File: src/source/comm_pkg.sv
// FIFO side types
package comm_pkg;

    // ----------------------------------------
    // basic fields
    // ----------------------------------------
    typedef logic [7:0]  byte_t;       // one FIFO data byte
    typedef logic [31:0] ip_t;
    typedef logic [47:0] mac_t;
    typedef logic [15:0] frame_len_t;  // byte count of a frame

    // sender or destination of a frame
    typedef struct packed {
        ip_t  ip;
        mac_t mac;
    } peer_t;

    // status word of both the RX and the TX FIFO, length on top
    typedef struct packed {
        frame_len_t length;
        ip_t        ip;
        mac_t       mac;
    } fifo_status_t;

    // ----------------------------------------
    // legal frame lengths
    // ----------------------------------------
    localparam frame_len_t CMD_ONLY_BYTES = 16'd4;  // command word only
    localparam frame_len_t CMD_DATA_BYTES = 16'd8;  // command plus 4 data bytes

endpackage

File: src/source/cmd_pkg.sv
// Command and reply definitions
package cmd_pkg;

    // ----------------------------------------
    // commands, four ASCII characters each
    // ----------------------------------------
    typedef enum logic [31:0] {
        CMD_VER  = 32'h5645_523F,  // VER?
        CMD_CONN = 32'h434F_4E4E,  // CONN
        CMD_COON = 32'h434F_4F4E,  // COON
        CMD_COFF = 32'h434F_4646,  // COFF
        CMD_RUN  = 32'h5255_4E3F,  // RUN?
        CMD_WIPE = 32'h5749_5045   // WIPE
    } cmd_code_t;

    // command word as seen by the evaluator
    typedef struct packed {
        logic [31:0] command;
        logic        length_ok;  // frame was 4 or 8 bytes
    } cmd_frame_t;

    typedef enum logic [2:0] {
        REPLY_ACK,
        REPLY_NAK,
        REPLY_ERR,
        REPLY_VER
    } reply_kind_t;

    // ----------------------------------------
    // reply text, first character on top
    // ----------------------------------------
    localparam int MAX_REPLY_BYTES = 8;

    typedef logic [$clog2(MAX_REPLY_BYTES + 1)-1:0] reply_len_t;

    localparam logic [7:0] CR = 8'h0D;
    localparam logic [7:0] LF = 8'h0A;

    localparam reply_len_t SHORT_REPLY_BYTES = 5;  // ACK, NAK, ERR
    localparam reply_len_t VERSION_BYTES     = 8;

    localparam logic [8*MAX_REPLY_BYTES-1:0] ACK_TEXT     = {"ACK", CR, LF, 24'h0};
    localparam logic [8*MAX_REPLY_BYTES-1:0] NAK_TEXT     = {"NAK", CR, LF, 24'h0};
    localparam logic [8*MAX_REPLY_BYTES-1:0] ERR_TEXT     = {"ERR", CR, LF, 24'h0};
    localparam logic [8*MAX_REPLY_BYTES-1:0] VERSION_TEXT = {"1.0TWE", CR, LF};

endpackage

File: src/source/rx_frame_reader.sv
// RX frame reader
`timescale 1ns/1ps

module rx_frame_reader (
    input  logic                   clk,
    input  logic                   reset,
    input  comm_pkg::byte_t        rx_fifo_data,
    input  comm_pkg::fifo_status_t rx_fifo_status,
    input  logic                   rx_fifo_status_empty,
    input  logic                   reply_busy,
    output logic                   rx_fifo_status_read,
    output logic                   rx_fifo_data_read,
    output logic                   frame_valid,
    output cmd_pkg::cmd_frame_t    frame,
    output comm_pkg::peer_t        peer
);
    import comm_pkg::*;
    import cmd_pkg::*;

    typedef enum logic [1:0] {
        RD_IDLE,
        RD_READ,
        RD_FLUSH,
        RD_DONE
    } rd_state_t;

    rd_state_t                  state;
    frame_len_t                 bytes_left;
    logic                       length_ok;
    logic                       with_data;
    logic                       frame_legal;
    logic                       start_frame;
    byte_t [CMD_DATA_BYTES-1:0] shift_reg;   // first byte ends up on top

    assign frame_legal = (rx_fifo_status.length == CMD_ONLY_BYTES) ||
                         (rx_fifo_status.length == CMD_DATA_BYTES);
    assign start_frame = (state == RD_IDLE) && !reply_busy && !rx_fifo_status_empty;

    // ----------------------------------------
    // frame FSM
    // ----------------------------------------
    always_ff @(posedge clk)
    begin
        if (reset)
        begin
            state               <= RD_IDLE;
            rx_fifo_status_read <= 1'b0;
            rx_fifo_data_read   <= 1'b0;
            frame_valid         <= 1'b0;
            bytes_left          <= '0;
            length_ok           <= 1'b0;
            with_data           <= 1'b0;
        end
        else
        begin
            rx_fifo_status_read <= 1'b0;
            frame_valid         <= 1'b0;
            case (state)
                RD_IDLE:
                begin
                    if (start_frame)
                    begin
                        rx_fifo_status_read <= 1'b1;  // pop status word
                        bytes_left          <= rx_fifo_status.length;
                        length_ok           <= frame_legal;
                        with_data           <= (rx_fifo_status.length == CMD_DATA_BYTES);
                        state               <= frame_legal ? RD_READ : RD_FLUSH;
                    end
                end
                RD_READ, RD_FLUSH:
                begin
                    if (bytes_left != '0)
                    begin
                        rx_fifo_data_read <= 1'b1;
                        bytes_left        <= bytes_left - 1'b1;
                    end
                    else
                    begin
                        rx_fifo_data_read <= 1'b0;
                        frame_valid       <= 1'b1;  // last byte taken
                        state             <= RD_DONE;
                    end
                end
                RD_DONE:
                begin
                    if (reply_busy)  // writer owns the link until its reply is out
                        state <= RD_IDLE;
                end
                default: state <= RD_IDLE;
            endcase
        end
    end

    // sender and byte capture
    always_ff @(posedge clk)
    begin
        if (start_frame)
            peer <= '{ip: rx_fifo_status.ip, mac: rx_fifo_status.mac};
        if (rx_fifo_data_read && state == RD_READ)
            shift_reg <= {shift_reg[CMD_DATA_BYTES-2:0], rx_fifo_data};
    end

    assign frame = '{
        command:   with_data ? shift_reg[CMD_DATA_BYTES-1 -: CMD_ONLY_BYTES]
                             : shift_reg[CMD_ONLY_BYTES-1:0],
        length_ok: length_ok
    };

    assert property (@(posedge clk) disable iff (reset)
        !(rx_fifo_status_read && rx_fifo_data_read));

endmodule

File: src/source/cmd_evaluator.sv
// Command evaluator
`timescale 1ns/1ps

module cmd_evaluator (
    input  logic                 clk,
    input  logic                 reset,
    input  logic                 frame_valid,
    input  cmd_pkg::cmd_frame_t  frame,
    input  logic                 dac_running,
    input  logic                 dac_stopped,
    input  logic                 adc_ready,
    output logic                 reply_valid,
    output cmd_pkg::reply_kind_t reply_kind,
    output logic                 start_control_cmd,
    output logic                 stop_control_cmd,
    output logic                 wipe_settings
);
    import cmd_pkg::*;

    reply_kind_t kind_next;
    logic        start_next;
    logic        stop_next;
    logic        wipe_next;

    // ----------------------------------------
    // decode
    // ----------------------------------------
    always_comb
    begin
        kind_next  = REPLY_NAK;  // bad length or unknown code
        start_next = 1'b0;
        stop_next  = 1'b0;
        wipe_next  = 1'b0;
        if (frame.length_ok)
        begin
            case (frame.command)
                CMD_VER:  kind_next = REPLY_VER;
                CMD_CONN: kind_next = REPLY_ACK;  // keepalive
                CMD_COON:
                begin
                    start_next = dac_stopped && adc_ready;
                    kind_next  = start_next ? REPLY_ACK : REPLY_ERR;
                end
                CMD_COFF:
                begin
                    stop_next = dac_running;
                    kind_next = stop_next ? REPLY_ACK : REPLY_ERR;
                end
                CMD_RUN:  kind_next = dac_running ? REPLY_ACK : REPLY_ERR;
                CMD_WIPE:
                begin
                    wipe_next = dac_stopped;  // only wipe with the DAC idle
                    kind_next = wipe_next ? REPLY_ACK : REPLY_ERR;
                end
                default:  kind_next = REPLY_NAK;
            endcase
        end
    end

    always_ff @(posedge clk)
    begin
        if (reset)
        begin
            reply_valid       <= 1'b0;
            start_control_cmd <= 1'b0;
            stop_control_cmd  <= 1'b0;
            wipe_settings     <= 1'b0;
        end
        else
        begin
            reply_valid       <= frame_valid;
            start_control_cmd <= frame_valid && start_next;
            stop_control_cmd  <= frame_valid && stop_next;
            wipe_settings     <= frame_valid && wipe_next;
        end
    end

    always_ff @(posedge clk)
    begin
        if (frame_valid)
            reply_kind <= kind_next;
    end

    assert property (@(posedge clk) disable iff (reset)
        $onehot0({start_control_cmd, stop_control_cmd, wipe_settings}));

    assert property (@(posedge clk) disable iff (reset)
        (start_control_cmd || stop_control_cmd || wipe_settings) |-> reply_valid);

endmodule

File: src/source/reply_writer.sv
// Reply writer
`timescale 1ns/1ps

module reply_writer (
    input  logic                   clk,
    input  logic                   reset,
    input  logic                   reply_valid,
    input  cmd_pkg::reply_kind_t   reply_kind,
    input  comm_pkg::peer_t        peer,
    input  logic                   tx_fifo_data_full,
    output comm_pkg::byte_t        tx_fifo_data,
    output logic                   tx_fifo_data_write,
    output comm_pkg::fifo_status_t tx_fifo_status,
    output logic                   tx_fifo_status_write,
    output logic                   reply_busy
);
    import comm_pkg::*;
    import cmd_pkg::*;

    typedef enum logic [1:0] {
        WR_IDLE,
        WR_WRITE,
        WR_STATUS
    } wr_state_t;

    wr_state_t                   state;
    byte_t [MAX_REPLY_BYTES-1:0] text_next;
    reply_len_t                  len_next;
    byte_t [MAX_REPLY_BYTES-1:0] reply_buf;   // next byte on top
    reply_len_t                  reply_len;
    reply_len_t                  bytes_left;
    peer_t                       dest;
    logic                        load_reply;
    logic                        send_byte;
    logic                        send_status;

    always_comb
    begin
        case (reply_kind)
            REPLY_ACK: text_next = ACK_TEXT;
            REPLY_ERR: text_next = ERR_TEXT;
            REPLY_VER: text_next = VERSION_TEXT;
            default:   text_next = NAK_TEXT;
        endcase
    end

    assign len_next    = (reply_kind == REPLY_VER) ? VERSION_BYTES : SHORT_REPLY_BYTES;
    assign load_reply  = (state == WR_IDLE) && reply_valid;
    assign send_byte   = (state == WR_WRITE) && (bytes_left != '0) && !tx_fifo_data_full;
    assign send_status = (state == WR_WRITE) && (bytes_left == '0);

    // ----------------------------------------
    // write FSM
    // ----------------------------------------
    always_ff @(posedge clk)
    begin
        if (reset)
        begin
            state                <= WR_IDLE;
            tx_fifo_data_write   <= 1'b0;
            tx_fifo_status_write <= 1'b0;
            reply_busy           <= 1'b0;
            bytes_left           <= '0;
        end
        else
        begin
            tx_fifo_data_write   <= send_byte;
            tx_fifo_status_write <= send_status;
            case (state)
                WR_IDLE:
                begin
                    if (load_reply)
                    begin
                        reply_busy <= 1'b1;
                        bytes_left <= len_next;
                        state      <= WR_WRITE;
                    end
                end
                WR_WRITE:
                begin
                    if (send_status)
                        state <= WR_STATUS;
                    else if (send_byte)
                        bytes_left <= bytes_left - 1'b1;  // full holds our place
                end
                WR_STATUS:
                begin
                    reply_busy <= 1'b0;  // status word is going out now
                    state      <= WR_IDLE;
                end
                default: state <= WR_IDLE;
            endcase
        end
    end

    // reply text and address
    always_ff @(posedge clk)
    begin
        if (load_reply)
        begin
            reply_buf <= text_next;
            reply_len <= len_next;
            dest      <= peer;  // answer goes to the last sender
        end
        else if (send_byte)
        begin
            tx_fifo_data <= reply_buf[MAX_REPLY_BYTES-1];
            reply_buf    <= {reply_buf[MAX_REPLY_BYTES-2:0], 8'h00};
        end
        if (send_status)
            tx_fifo_status <= '{length: frame_len_t'(reply_len), ip: dest.ip, mac: dest.mac};
    end

    // the reader holds off new frames while a reply is out
    assert property (@(posedge clk) disable iff (reset) reply_valid |-> state == WR_IDLE);

    assert property (@(posedge clk) disable iff (reset)
        !(tx_fifo_data_write && tx_fifo_status_write));

    assert property (@(posedge clk) disable iff (reset)
        tx_fifo_data_full |=> !tx_fifo_data_write);

endmodule

File: src/source/cmd_decoder_top.sv
// Ethernet command decoder
`timescale 1ns/1ps

module cmd_decoder_top (
    input  logic                   clk,
    input  logic                   reset,
    input  comm_pkg::byte_t        rx_fifo_data,
    input  comm_pkg::fifo_status_t rx_fifo_status,
    input  logic                   rx_fifo_status_empty,
    input  logic                   tx_fifo_data_full,
    input  logic                   dac_running,
    input  logic                   dac_stopped,
    input  logic                   adc_ready,
    output logic                   rx_fifo_status_read,
    output logic                   rx_fifo_data_read,
    output comm_pkg::byte_t        tx_fifo_data,
    output logic                   tx_fifo_data_write,
    output comm_pkg::fifo_status_t tx_fifo_status,
    output logic                   tx_fifo_status_write,
    output logic                   start_control_cmd,
    output logic                   stop_control_cmd,
    output logic                   wipe_settings
);
    import comm_pkg::*;
    import cmd_pkg::*;

    logic        frame_valid;
    cmd_frame_t  frame;
    peer_t       peer;
    logic        reply_valid;
    reply_kind_t reply_kind;
    logic        reply_busy;    // holds the reader off until the reply is sent

    // ----------------------------------------
    // RX -> evaluate -> TX
    // ----------------------------------------
    rx_frame_reader u_rx_frame_reader (
        .clk                  (clk),
        .reset                (reset),
        .rx_fifo_data         (rx_fifo_data),
        .rx_fifo_status       (rx_fifo_status),
        .rx_fifo_status_empty (rx_fifo_status_empty),
        .reply_busy           (reply_busy),
        .rx_fifo_status_read  (rx_fifo_status_read),
        .rx_fifo_data_read    (rx_fifo_data_read),
        .frame_valid          (frame_valid),
        .frame                (frame),
        .peer                 (peer)
    );

    cmd_evaluator u_cmd_evaluator (
        .clk               (clk),
        .reset             (reset),
        .frame_valid       (frame_valid),
        .frame             (frame),
        .dac_running       (dac_running),
        .dac_stopped       (dac_stopped),
        .adc_ready         (adc_ready),
        .reply_valid       (reply_valid),
        .reply_kind        (reply_kind),
        .start_control_cmd (start_control_cmd),
        .stop_control_cmd  (stop_control_cmd),
        .wipe_settings     (wipe_settings)
    );

    reply_writer u_reply_writer (
        .clk                  (clk),
        .reset                (reset),
        .reply_valid          (reply_valid),
        .reply_kind           (reply_kind),
        .peer                 (peer),
        .tx_fifo_data_full    (tx_fifo_data_full),
        .tx_fifo_data         (tx_fifo_data),
        .tx_fifo_data_write   (tx_fifo_data_write),
        .tx_fifo_status       (tx_fifo_status),
        .tx_fifo_status_write (tx_fifo_status_write),
        .reply_busy           (reply_busy)
    );

endmodule

File: config.mk
export PLATFORM = sky130hd
export DESIGN_NAME = cmd_decoder_top
export DESIGN_NICKNAME = d
export VERILOG_FILES = /design/src/source/comm_pkg.sv /design/src/source/cmd_pkg.sv /design/src/source/rx_frame_reader.sv /design/src/source/cmd_evaluator.sv /design/src/source/reply_writer.sv /design/src/source/cmd_decoder_top.sv
export SDC_FILE = /design/constraint.sdc
export NUM_CORES = 1
export LEC_CHECK = 0
export BUFFER_PORTS_ARGS = -buffer_cell sky130_fd_sc_hd__buf_4
export CAP_MARGIN = 20
export CORE_MARGIN = 5
export CORE_UTILIZATION = 60
export DETAILED_ROUTE_END_ITERATION = 10
export GPL_TIMING_DRIVEN = 1
export PLACE_DENSITY = 0.84
export SYNTH_ARGS = -nofsm -noshare
export SYNTH_HDL_FRONTEND = slang
export SYNTH_SLANG_ARGS = --single-unit
File: constraint.sdc
create_clock -name clk -period 11.75 [get_ports clk]
set_input_delay 0 -clock clk [delete_from_list [all_inputs] [get_ports clk]]
set_output_delay 0 -clock clk [all_outputs]
set_load 0.01 [all_outputs]
==> results.json, run 1 <==
{
  "hold_class": "primary input to register",
  "timing.critical_path.buf_inv": 2,
  "drtPass1Iterations": 5,
  "grt_busiest_layer": "met2",
  "period_needed_ns": 3.112,
  "peakVddDrop_mv": 0.1903,
  "synth_edf_count": 346,
  "rr_worst_depth": 7,
  "grt_max_degree": 92,
  "area.sequential_um2": 11110,
  "syn_avg_cell_area_um2": 17.73,
  "synthTopCellsByArea": "edfxtp_1 (77%), dfxtp_1 (5.4%), nand2_1 (1.3%)",
  "io_pins": 222,
  "die-width_um": 159.8,
  "coreArea_um2": 21960,
  "grt.met2_usage_pct": 41.70,
  "largest-register": "u_reply_writer.tx_fifo_status",
  "synth_area_leader_cell": "edfxtp_1",
  "area_delta_synth_final_pct": 32.24,
  "clk_latency_ns": 0.53,
  "setup_viol": 0,
  "critPathCaptureType": "register",
  "ys_seq_elements": 382,
  "track_usage_pct": 23.97,
  "num_vias": 7974,
  "clock_skew_ns": 0.02368,
  "use_met1_pct": 30.69,
  "status": "finished, final reports clean",
  "powerDensity_nw_per_um2": 193.9,
  "cts.clk_slew.worst_paths_ns": 0.06,
  "slew_headroom_pct": 26.77,
  "detail-route-antenna-nets": 0,
  "power_switching_share_pct": 24.77,
  "fillers": 988,
  "async_reset_ff_share_pct": 0,
  "reg_top3": "u_reply_writer.tx_fifo_status x82, u_reply_writer.dest x80, u_rx_frame_reader.peer x80",
  "synth_top_area_share_pct": 77.22,
  "worstSetupPathDepth": 7,
  "tns_ns": 0,
  "multi_input_area_um2": 2102,
  "grt_use_met3_pct": 5.567,
  "place_congestion": 0.9109,
  "crit_start": "u_rx_frame_reader.state[0]",
  "cts-resized-gates": 0,
  "wl_per_cell_um": 22.11,
  "ctsHtreeMaxLevel": 2,
  "hold_path_depth": 2,
  "drv_cap": 0,
  "syn-instance-count": 759,
  "ys_warn_count": 0,
  "cp.arrival_ns": 3.57,
  "cp-start-kind": "register",
  "cts_setup_buffers": 0,
  "p_clk_share_pct": 37.2,
  "clock_sinks": 382,
  "die_area_um2": 25520,
  "grt_pass1_wl_um": 47350,
  "drc": 0,
  "most-common-layout-cells": "edfxtp_1 (346), buf_4 (213), dlygate4sd3_1 (121)",
  "rsz0062_at_grt": "false",
  "fin_crit_sh_pct": 26.48,
  "synthFlopType": "edfxtp_1",
  "die_y_um": 159.8,
  "finalInstanceArea_um2": 17790,
  "cts_buffers": 37,
  "leakage_nw": 6.461,
  "internal-power_mw": 2.595,
  "rows": 54,
  "critical_path.top_delay_family": "adder cells",
  "final_layout_size_suffix_gt1_share_pct": 26.14,
  "seq_area_frac_synth_pct": 82.57,
  "grt-ovfl-total": 0,
  "synthSimpleGateAreaFrac_pct": 8.732,
  "ys_types": 73,
  "vias_per_cell": 5.608,
  "hold_viol_final": 0,
  "root_buffer": "clkbuf_16",
  "timing.fmax_mhz": 321.4,
  "drt-initial-drc-count": 847,
  "grt_pass1_vias": 8065,
  "antenna_found_initial": 2,
  "synth-compound-area-share_pct": 4.770,
  "clockBufferDepth": 3,
  "wirelength_um": 31430,
  "synth-xor-area-share_pct": 0.06509,
  "muxShareOfSynthArea_pct": 0.3906,
  "cp_max_fo": 28,
  "max_stage_delay_ns": 0.88,
  "cts_tree": "built",
  "synthAdderAreaFrac_pct": 1.209,
  "cp_data_required_time_ns": 12.21,
  "final_util_pct": 81.03,
  "tightestPinTransition_ns": 1.099,
  "largest_reg_flops": 82,
  "start_util_pct": 61.28,
  "path_cells": "inv_1 -> ha_1 -> a41o_2 -> nor2_1 -> o21a_1 -> nor4_2 -> dlygate4sd3_1",
  "final_common_cell": "edfxtp_1",
  "pwr-share-comb_pct": 13.6,
  "r2r-start": "u_rx_frame_reader.state[0]",
  "seqPwrFrac_pct": 49.2,
  "critPathKind": "register to register",
  "min_from": "rx_fifo_status[20]",
  "hpwl_um": 17010,
  "port-buffer-count": 207,
  "syn_area_um2": 13460,
  "switchingPower_mw": 0.8546,
  "fin_nets": 1235,
  "place_area_um2": 15230,
  "slowest_stage": "ha_1",
  "synth_top_family_by_area": "simple AND/OR/NAND/NOR gates",
  "final-max-slew-violation-count": 0
}
[synthesized netlist by cell type, types with 2 or more instances]
master	number
nand3b_1	4
nor3b_1	10
nor4_1	6
o21a_1	4
a211oi_1	9
or2_2	4
mux2_2	2
nand3_1	16
nor2b_1	9
buf_4	16
nor4b_1	8
a2111oi_2	2
or3_1	5
a21oi_1	22
nor3_1	18
or3b_2	2
o22ai_1	2
a31oi_1	3
and3b_1	2
clkbuf_2	2
nand4b_1	4
dfxtp_1	36
nor3b_2	2
nor2_1	43
clkbuf_1	9
inv_1	18
buf_2	2
nand2_1	48
or4_1	3
and2_1	6
o21ai_1	3
nand4_1	8
nor4_2	2
edfxtp_1	346
o21ai_0	17
nand2b_1	3
mux2i_1	3
ha_1	13
buf_6	3
a22oi_1	11
[cell type report]
type                            count  area share (%)
Tap cell                          280           1.969
Inverter                           18          0.4008
Sequential cell                   382           62.44
Antenna cell                        2         0.02813
Timing Repair Buffer              335           15.95
Clock buffer                       42           5.429
Multi-Input combinational cell    337           11.81
Clock inverter                     26           1.969
[repair_timing]
| item | in CTS | in global routing |
|---|---|---|
| endpoints found under the hold margin | 125 | 0 |
| endpoints found under the setup margin | 0 | 0 |
| hold buffers | 121 | 0 |
[stage by stage]
stage               setup slack (ns)  cells  total power [mW]  hold slack [ns]
finish                         8.638   1422             3.450           0.2001
detailed placement             8.858   1230             2.122           0.1793
floorplan                      6.923    772             2.021          0.06886
CTS                            8.702   1419             3.429           0.1841
global route                   8.426   1422             3.580           0.1918
global placement               8.964   1230             2.099           0.1782
[per-layer routing]
layer	share of wire [%]	up-vias
li1	-	3607
met1	38	3875
met2	52	446
met3	8.3	46
met4	2.0	0
met5	0	-
[cells by family (layout without fill, tap and decap cells)]
kind of cell,after synthesis,after routing
compound gates,92,92
xor+xnor,1,1
other cells,1,16
fa+ha+maj,13,13
buf+inv,53,421
mux,5,5
simple gates,212,212
flops,382,382
[power by group through the flow]
| stage | Sequential, mW | Combinational [mW] | Clock (mW) |
|---|---|---|---|
| detailed placement | 1.72 | 0.403 | 0 |
| global route | 1.71 | 0.514 | 1.36 |
| global placement | 1.71 | 0.389 | 0 |
| floorplan | 1.71 | 0.315 | 0 |
| CTS | 1.69 | 0.459 | 1.28 |
| finish | 1.70 | 0.468 | 1.28 |
[worst reg2reg max path: cells and delay by family, from the launching register on]
family | cells | cell delay, ns
AO/OA/AOI/OAI | 2 | 0.76
adder cells (fa/ha/maj) | 1 | 0.88
flip-flops | 1 | 0.39
buffers and inverters | 2 | 0.68
AND/OR/NAND/NOR | 2 | 0.33
[final timing paths]
check | to | slack [ns]
worst min register to register | u_reply_writer.dest[48] | 0.41
worst min-delay path | u_rx_frame_reader.peer[20] | 0.20
worst max register to register | u_rx_frame_reader.bytes_left[15] | 8.64
worst max-delay path | u_rx_frame_reader.bytes_left[15] | 8.64
Power figures use the tool's default switching activity.
==> run 2, diff against run 1 <==
--- a/config.mk
+++ b/config.mk
@@ -5,13 +5,14 @@
 export SDC_FILE = /design/constraint.sdc
 export NUM_CORES = 1
 export LEC_CHECK = 0
+export ABC_AREA = 1
 export BUFFER_PORTS_ARGS = -buffer_cell sky130_fd_sc_hd__buf_4
 export CAP_MARGIN = 20
 export CORE_MARGIN = 5
-export CORE_UTILIZATION = 60
+export CORE_UTILIZATION = 56
 export DETAILED_ROUTE_END_ITERATION = 10
 export GPL_TIMING_DRIVEN = 1
-export PLACE_DENSITY = 0.84
+export PLACE_DENSITY = 0.79
 export SYNTH_ARGS = -nofsm -noshare
 export SYNTH_HDL_FRONTEND = slang
 export SYNTH_SLANG_ARGS = --single-unit
==> constraint.sdc (replaced) <==
create_clock -name clk -period 2.9 [get_ports clk]
set_input_delay 0 -clock clk [delete_from_list [all_inputs] [get_ports clk]]
set_output_delay 0 -clock clk [all_outputs]
set_load 0.01 [all_outputs]
==> run 2 against run 1 <==
Sequential share of layout area shrank 1.5 points. Synthesized cell count is 32% higher. Global-route usage down 2.6 points. Cell count grew 20%. Critical endpoint is now u_rx_frame_reader.bytes_left[13]. Largest cell class unchanged. Largest power group unchanged.
==> results.json, run 2 <==
{
  "p_clk_share_pct": 35.6,
  "rows": 57,
  "ys_types": 37,
  "drv_cap": 0,
  "area_delta_synth_final_pct": 31.08,
  "grt_pass1_wl_um": 47010,
  "vias_per_cell": 5.086,
  "die-width_um": 167.6,
  "die_area_um2": 28070,
  "synthFlopType": "edfxtp_1",
  "drc": 0,
  "reg_top3": "u_reply_writer.tx_fifo_status x82, u_reply_writer.dest x80, u_rx_frame_reader.peer x80",
  "fin_crit_sh_pct": 80.10,
  "syn_area_um2": 13900,
  "io_pins": 222,
  "antenna_found_initial": 1,
  "root_buffer": "clkbuf_16",
  "slowest_stage": "dlygate4sd3_1",
  "switchingPower_mw": 3.667,
  "path_cells": "nor2_1 -> nand2_1 -> nor2_1 -> nand2_1 -> nor2_1 -> nand2_1 -> nand2_1 -> nand3_1 -> nand2_1 -> a21oi_1 -> dlygate4sd3_1",
  "hpwl_um": 18160,
  "tightestPinTransition_ns": 0.6664,
  "grt_max_degree": 64,
  "period_needed_ns": 2.323,
  "final-max-slew-violation-count": 0,
  "critPathKind": "register to register",
  "seq_area_frac_synth_pct": 79.93,
  "synth_top_area_share_pct": 74.74,
  "leakage_nw": 7.199,
  "tns_ns": 0,
  "grt_pass1_vias": 8620,
  "muxShareOfSynthArea_pct": 0,
  "max_stage_delay_ns": 0.55,
  "most-common-layout-cells": "edfxtp_1 (346), nand2_1 (244), buf_4 (215)",
  "cp-start-kind": "register",
  "yosys.cell_count.top_type": "edfxtp_1",
  "ys_seq_elements": 382,
  "wirelength_um": 30250,
  "largest_reg_flops": 82,
  "seqPwrFrac_pct": 48.3,
  "synth_area_leader_cell": "edfxtp_1",
  "cts_setup_buffers": 0,
  "synthAdderAreaFrac_pct": 1.170,
  "grt-ovfl-total": 0,
  "pwr-share-comb_pct": 16.1,
  "clock_skew_ns": 0.01312,
  "cts_tree": "built",
  "crit_top_cell": "nand2_1",
  "power_switching_share_pct": 25.92,
  "fin_cells": 1701,
  "peakVddDrop_mv": 0.6443,
  "start_util_pct": 56.99,
  "detail-route-antenna-nets": 0,
  "hold_viol_final": 0,
  "num_vias": 8651,
  "track_usage_pct": 21.34,
  "clockBufferDepth": 3,
  "hold_class": "primary input to register",
  "ctsHtreeMaxLevel": 2,
  "synthTopCellsByCount": "edfxtp_1 (346), nand2_1 (244), inv_1 (108)",
  "cp.arrival_ns": 2.71,
  "syn-instance-count": 1003,
  "clk_latency_ns": 0.51,
  "synth-compound-area-share_pct": 2.871,
  "final_util_pct": 74.71,
  "syn_avg_cell_area_um2": 13.86,
  "synthSimpleGateAreaFrac_pct": 11.03,
  "synthTopCellsByArea": "edfxtp_1 (75%), nand2_1 (6.6%), dfxtp_1 (5.2%)",
  "hold_buffers": 112,
  "final_common_cell": "edfxtp_1",
  "drtPass1Iterations": 5,
  "setup_viol": 0,
  "cts-resized-gates": 0,
  "synth-xor-area-share_pct": 0.3150,
  "powerDensity_nw_per_um2": 776.4,
  "slew_headroom_pct": 55.51,
  "fin_nets": 1474,
  "wl_per_cell_um": 17.78,
  "critical_path.top_delay_family": "simple AND/OR/NAND/NOR gates",
  "synth_top_family_by_area": "simple AND/OR/NAND/NOR gates",
  "status": "finished, final reports clean",
  "cts.clk_slew.worst_paths_ns": 0.06,
  "die_y_um": 167.6,
  "port-buffer-count": 207,
  "synth_edf_count": 346,
  "ys_warn_count": 0,
  "place_inst": 1523,
  "fin_hold_ws_ns": 0.05731,
  "cp_max_fo": 5,
  "timing.fmax_mhz": 430.5,
  "drt-initial-drc-count": 955,
  "final_layout_size_suffix_gt1_share_pct": 21.22,
  "largest-register": "u_reply_writer.tx_fifo_status",
  "timing.critical_path.buf_inv": 1,
  "cts_buffers": 37,
  "rsz0062_at_grt": "false",
  "critPathCaptureType": "register",
  "cp_data_required_time_ns": 3.29,
  "internal-power_mw": 10.48,
  "coreArea_um2": 24390,
  "clock_sinks": 382,
  "fillers": 1463,
  "place_congestion": 0.9321,
  "async_reset_ff_share_pct": 0
}
## run 2: changes by cell type after synthesis, sizes merged, moves of 10 or more
cell / change
inv: +92
nand3: +10
nand2: +197
o21ai: +17
nor2: +45
a22oi: -10
nor3: -13
nor3b: -11
## run 2: worst min-delay path: cells and delay by family
kind	cells	cell delay [ns]
buffers and inverters	1	0.09
AO/OA/AOI/OAI	2	0.26
AND/OR/NAND/NOR	3	0.15
## run 2: final timing paths
path	start	endpoint	depth (start not counted)	slack, ns
setup reg to reg	u_rx_frame_reader.bytes_left[4]	u_rx_frame_reader.bytes_left[13]	11	0.58
hold reg to reg	u_rx_frame_reader.peer[2]	u_reply_writer.dest[2]	0	0.41
setup / recovery	u_rx_frame_reader.bytes_left[4]	u_rx_frame_reader.bytes_left[13]	11	0.58
hold / removal	rx_fifo_status[93]	u_rx_frame_reader.length_ok	6	0.06
## run 2: kinds of logic after synthesis
| family | Yosys count |
|---|---|
| AOI/OAI and AO/OA | 73 |
| xor gates and xnor gates | 5 |
| adders and majority gates | 13 |
| buffers and inverters | 147 |
| DFF | 382 |
| other | 1 |
| and+or+nand+nor | 382 |
## run 2: power groups by stage
stage	Sequential [mW]	Combinational, mW	Clock, mW
CTS	6.83	2.28	5.06
global route	6.89	2.57	5.38
global placement	6.90	2.06	0
finish	6.84	2.28	5.03
detailed placement	6.93	2.12	0
floorplan	6.90	1.63	0
## run 2: final cells by class
type                            instances  area [um^2]  area share (%)
Clock buffer                           42        944.7           5.184
Clock inverter                         23        321.6           1.765
Timing Repair Buffer                  330         2795           15.34
Inverter                              112        421.7           2.314
Multi-Input combinational cell        487         2217           12.17
Antenna cell                            1        2.502         0.01373
Sequential cell                       382        11110           60.99
Tap cell                              324        405.4           2.225
## run 2: routing by layer
layer | wire length [um] | track usage (%) | share of wire (%)
met1 | 12220 | 28.66 | 40
met2 | 15160 | 36.85 | 50
met3 | 2284 | 3.913 | 7.6
met4 | 580 | 4.834 | 1.9
met5 | 0 | 0 | 0
## run 2: through the flow
step	worst slack [ns]	total power [mW]	area, um^2
floorplan	-0.6101	8.529	13980
detailed placement	0.6868	9.055	15830
CTS	0.5920	14.16	18220
global route	0.3748	14.85	18220
finish	0.5771	14.15	18220
global placement	0.8018	8.965	15830
==> run 3, diff against run 2 <==
==> constraint.sdc (replaced) <==
create_clock -name clk -period 2.2 [get_ports clk]
set_input_delay 0 -clock clk [delete_from_list [all_inputs] [get_ports clk]]
set_output_delay 0 -clock clk [all_outputs]
set_load 0.01 [all_outputs]
==> run 3 against run 2 <==
Die area stayed put. First-iteration DRC count is 22% lower. Critical path depth is 1 higher. Power is 32% higher. Hold slack better by 0.056 ns.
==> results.json, run 3 (synthesized netlist as in run 2, its figures left out) <==
{
  "num_vias": 8543,
  "cts_setup_buffers": 0,
  "root_buffer": "clkbuf_16",
  "power_switching_share_pct": 26.79,
  "largest-register": "u_reply_writer.tx_fifo_status",
  "p_clk_share_pct": 34.8,
  "final_common_cell": "edfxtp_1",
  "switchingPower_mw": 5.008,
  "fin_hold_ws_ns": 0.1136,
  "peakVddDrop_mv": 0.7822,
  "clock_skew_ns": 0.02572,
  "detail-route-antenna-nets": 0,
  "setup_viol": 0,
  "reg_top3": "u_reply_writer.tx_fifo_status x82, u_reply_writer.dest x80, u_rx_frame_reader.peer x80",
  "clock_sinks": 382,
  "finalInstanceArea_um2": 18330,
  "place_congestion": 0.8857,
  "hold_path_depth": 6,
  "clk_latency_ns": 0.53,
  "area.sequential_um2": 11120,
  "final_layout_size_suffix_gt1_share_pct": 22.53,
  "most-common-layout-cells": "edfxtp_1 (346), nand2_1 (244), buf_4 (215)",
  "grt_pass1_wl_um": 47260,
  "power_mw": 18.69,
  "cts_tree": "built",
  "die_area_um2": 28070,
  "r2r-start": "u_rx_frame_reader.with_data",
  "final-max-slew-violation-count": 0,
  "track_usage_pct": 21.52,
  "cts_buffers": 39,
  "wl_met2_um": 15650,
  "grt-ovfl-total": 0,
  "highest_layer": "met4",
  "slew_headroom_pct": 61.01,
  "hold_end": "u_cmd_evaluator.reply_kind[1]",
  "hold_class": "primary input to register",
  "cp_data_required_time_ns": 2.45,
  "drc": 0,
  "cts.clk_slew.worst_paths_ns": 0.05,
  "powerDensity_nw_per_um2": 1020,
  "cp.arrival_ns": 2.17,
  "coreArea_um2": 24390,
  "period_needed_ns": 1.919,
  "vias_per_cell": 4.999,
  "fin_nets": 1480,
  "seqPwrFrac_pct": 48.3,
  "critPathKind": "register to register",
  "area_delta_synth_final_pct": 31.86,
  "status": "finished, final reports clean",
  "wirelength_um": 30620,
  "grt_pass1_vias": 8630,
  "hold_viol_final": 0,
  "tightestPinTransition_ns": 0.5842,
  "cp-start-kind": "register",
  "clockBufferDepth": 3,
  "internal-power_mw": 13.69,
  "pwr-share-comb_pct": 16.9,
  "die_y_um": 167.6,
  "die-width_um": 167.6,
  "wl_met3_um": 2076,
  "port-buffer-count": 207,
  "rr_worst_depth": 12,
  "wl_per_cell_um": 17.92,
  "met1Wirelength_um": 12250,
  "rsz0062_at_grt": "false",
  "drv_cap": 0,
  "drtPass1Iterations": 6,
  "ctsHtreeMaxLevel": 2,
  "largest_reg_flops": 82,
  "io_pins": 222,
  "antenna_found_initial": 0,
  "timing.fmax_mhz": 521.2,
  "start_util_pct": 56.99,
  "critPathCaptureType": "register",
  "hpwl_um": 18330,
  "n_antenna_cell": 0,
  "timing.rr.end": "u_cmd_evaluator.reply_kind[0]",
  "rows": 57,
  "place_area_um2": 15930,
  "min_from": "adc_ready",
  "leakage_nw": 7.235,
  "setup_ws_ns": 0.2815,
  "grt_max_degree": 99,
  "multi_input_area_um2": 2246,
  "cp_max_fo": 28,
  "fin_crit_sh_pct": 87.21,
  "drt-initial-drc-count": 745,
  "r2r_setup_slack_ns": 0.28,
  "pre_cts_ws_ns": 0.2337,
  "fillers": 1508
}
run 3: worst max-delay path by stage:
stage	start	to	depth (start not counted)
2_1_floorplan	u_rx_frame_reader.state[0]	u_rx_frame_reader.bytes_left[6]	12
3_3_place_gp	u_rx_frame_reader.with_data	u_cmd_evaluator.reply_kind[0]	12
3_5_place_dp	u_rx_frame_reader.with_data	u_cmd_evaluator.reply_kind[0]	12
4_1_cts	rx_fifo_status[89]	u_rx_frame_reader.with_data	7
5_1_grt	u_rx_frame_reader.with_data	u_cmd_evaluator.reply_kind[0]	12
6_report	u_rx_frame_reader.with_data	u_cmd_evaluator.reply_kind[0]	12
run 3: critical path, cell delays in order, from the launching register on:
cell and delay [ns]:
dfxtp_1 0.37, buf_6 0.24, nand2_1 0.09, nand2_1 0.09
nand2_1 0.05, nor2_1 0.19, nand2_1 0.12, nor2_1 0.17
nand2_1 0.09, nand2_1 0.08, nor2_1 0.04, nand2_1 0.06
nand3_1 0.07
run 3: repair_timing:
item,in CTS,in global routing
endpoints found under the hold margin,123,0
gates resized for setup,0,3
endpoints found under the setup margin,0,4
hold buffers,112,0
run 3: layout make-up:
class	instances	share of cell area (%)
Sequential cell	382	60.64
Timing Repair Buffer	334	15.64
Multi-Input combinational cell	487	12.25
Clock buffer	48	5.843
Inverter	112	2.334
Tap cell	324	2.212
Clock inverter	22	1.078
run 3: routing by layer:
| layer | global-route usage (%) | vias to the layer above |
|---|---|---|
| met5 | 0 | - |
| met4 | 5.434 | 0 |
| met3 | 3.960 | 44 |
| met2 | 38.05 | 340 |
| met1 | 27.78 | 4066 |
| li1 | - | 4093 |
run 3: stage by stage:
stage | cells | setup TNS [ns] | util, %
3_3_place_gp | 1527 | 0 | 65.30
4_1_cts | 1709 | 0 | 75.10
6_report | 1709 | 0 | 75.15
2_1_floorplan | 1016 | -94.90 | -
5_1_grt | 1709 | 0 | 75.15
3_5_place_dp | 1527 | 0 | 65.30
run 3: power groups by stage:
stage	logic [mW]	clock network (mW)	registers, mW
finish	3.15	6.51	9.03
global route	3.55	6.98	9.09
floorplan	2.15	0	9.09
detailed placement	2.92	0	9.14
global placement	2.82	0	9.10
CTS	3.13	6.54	9.01
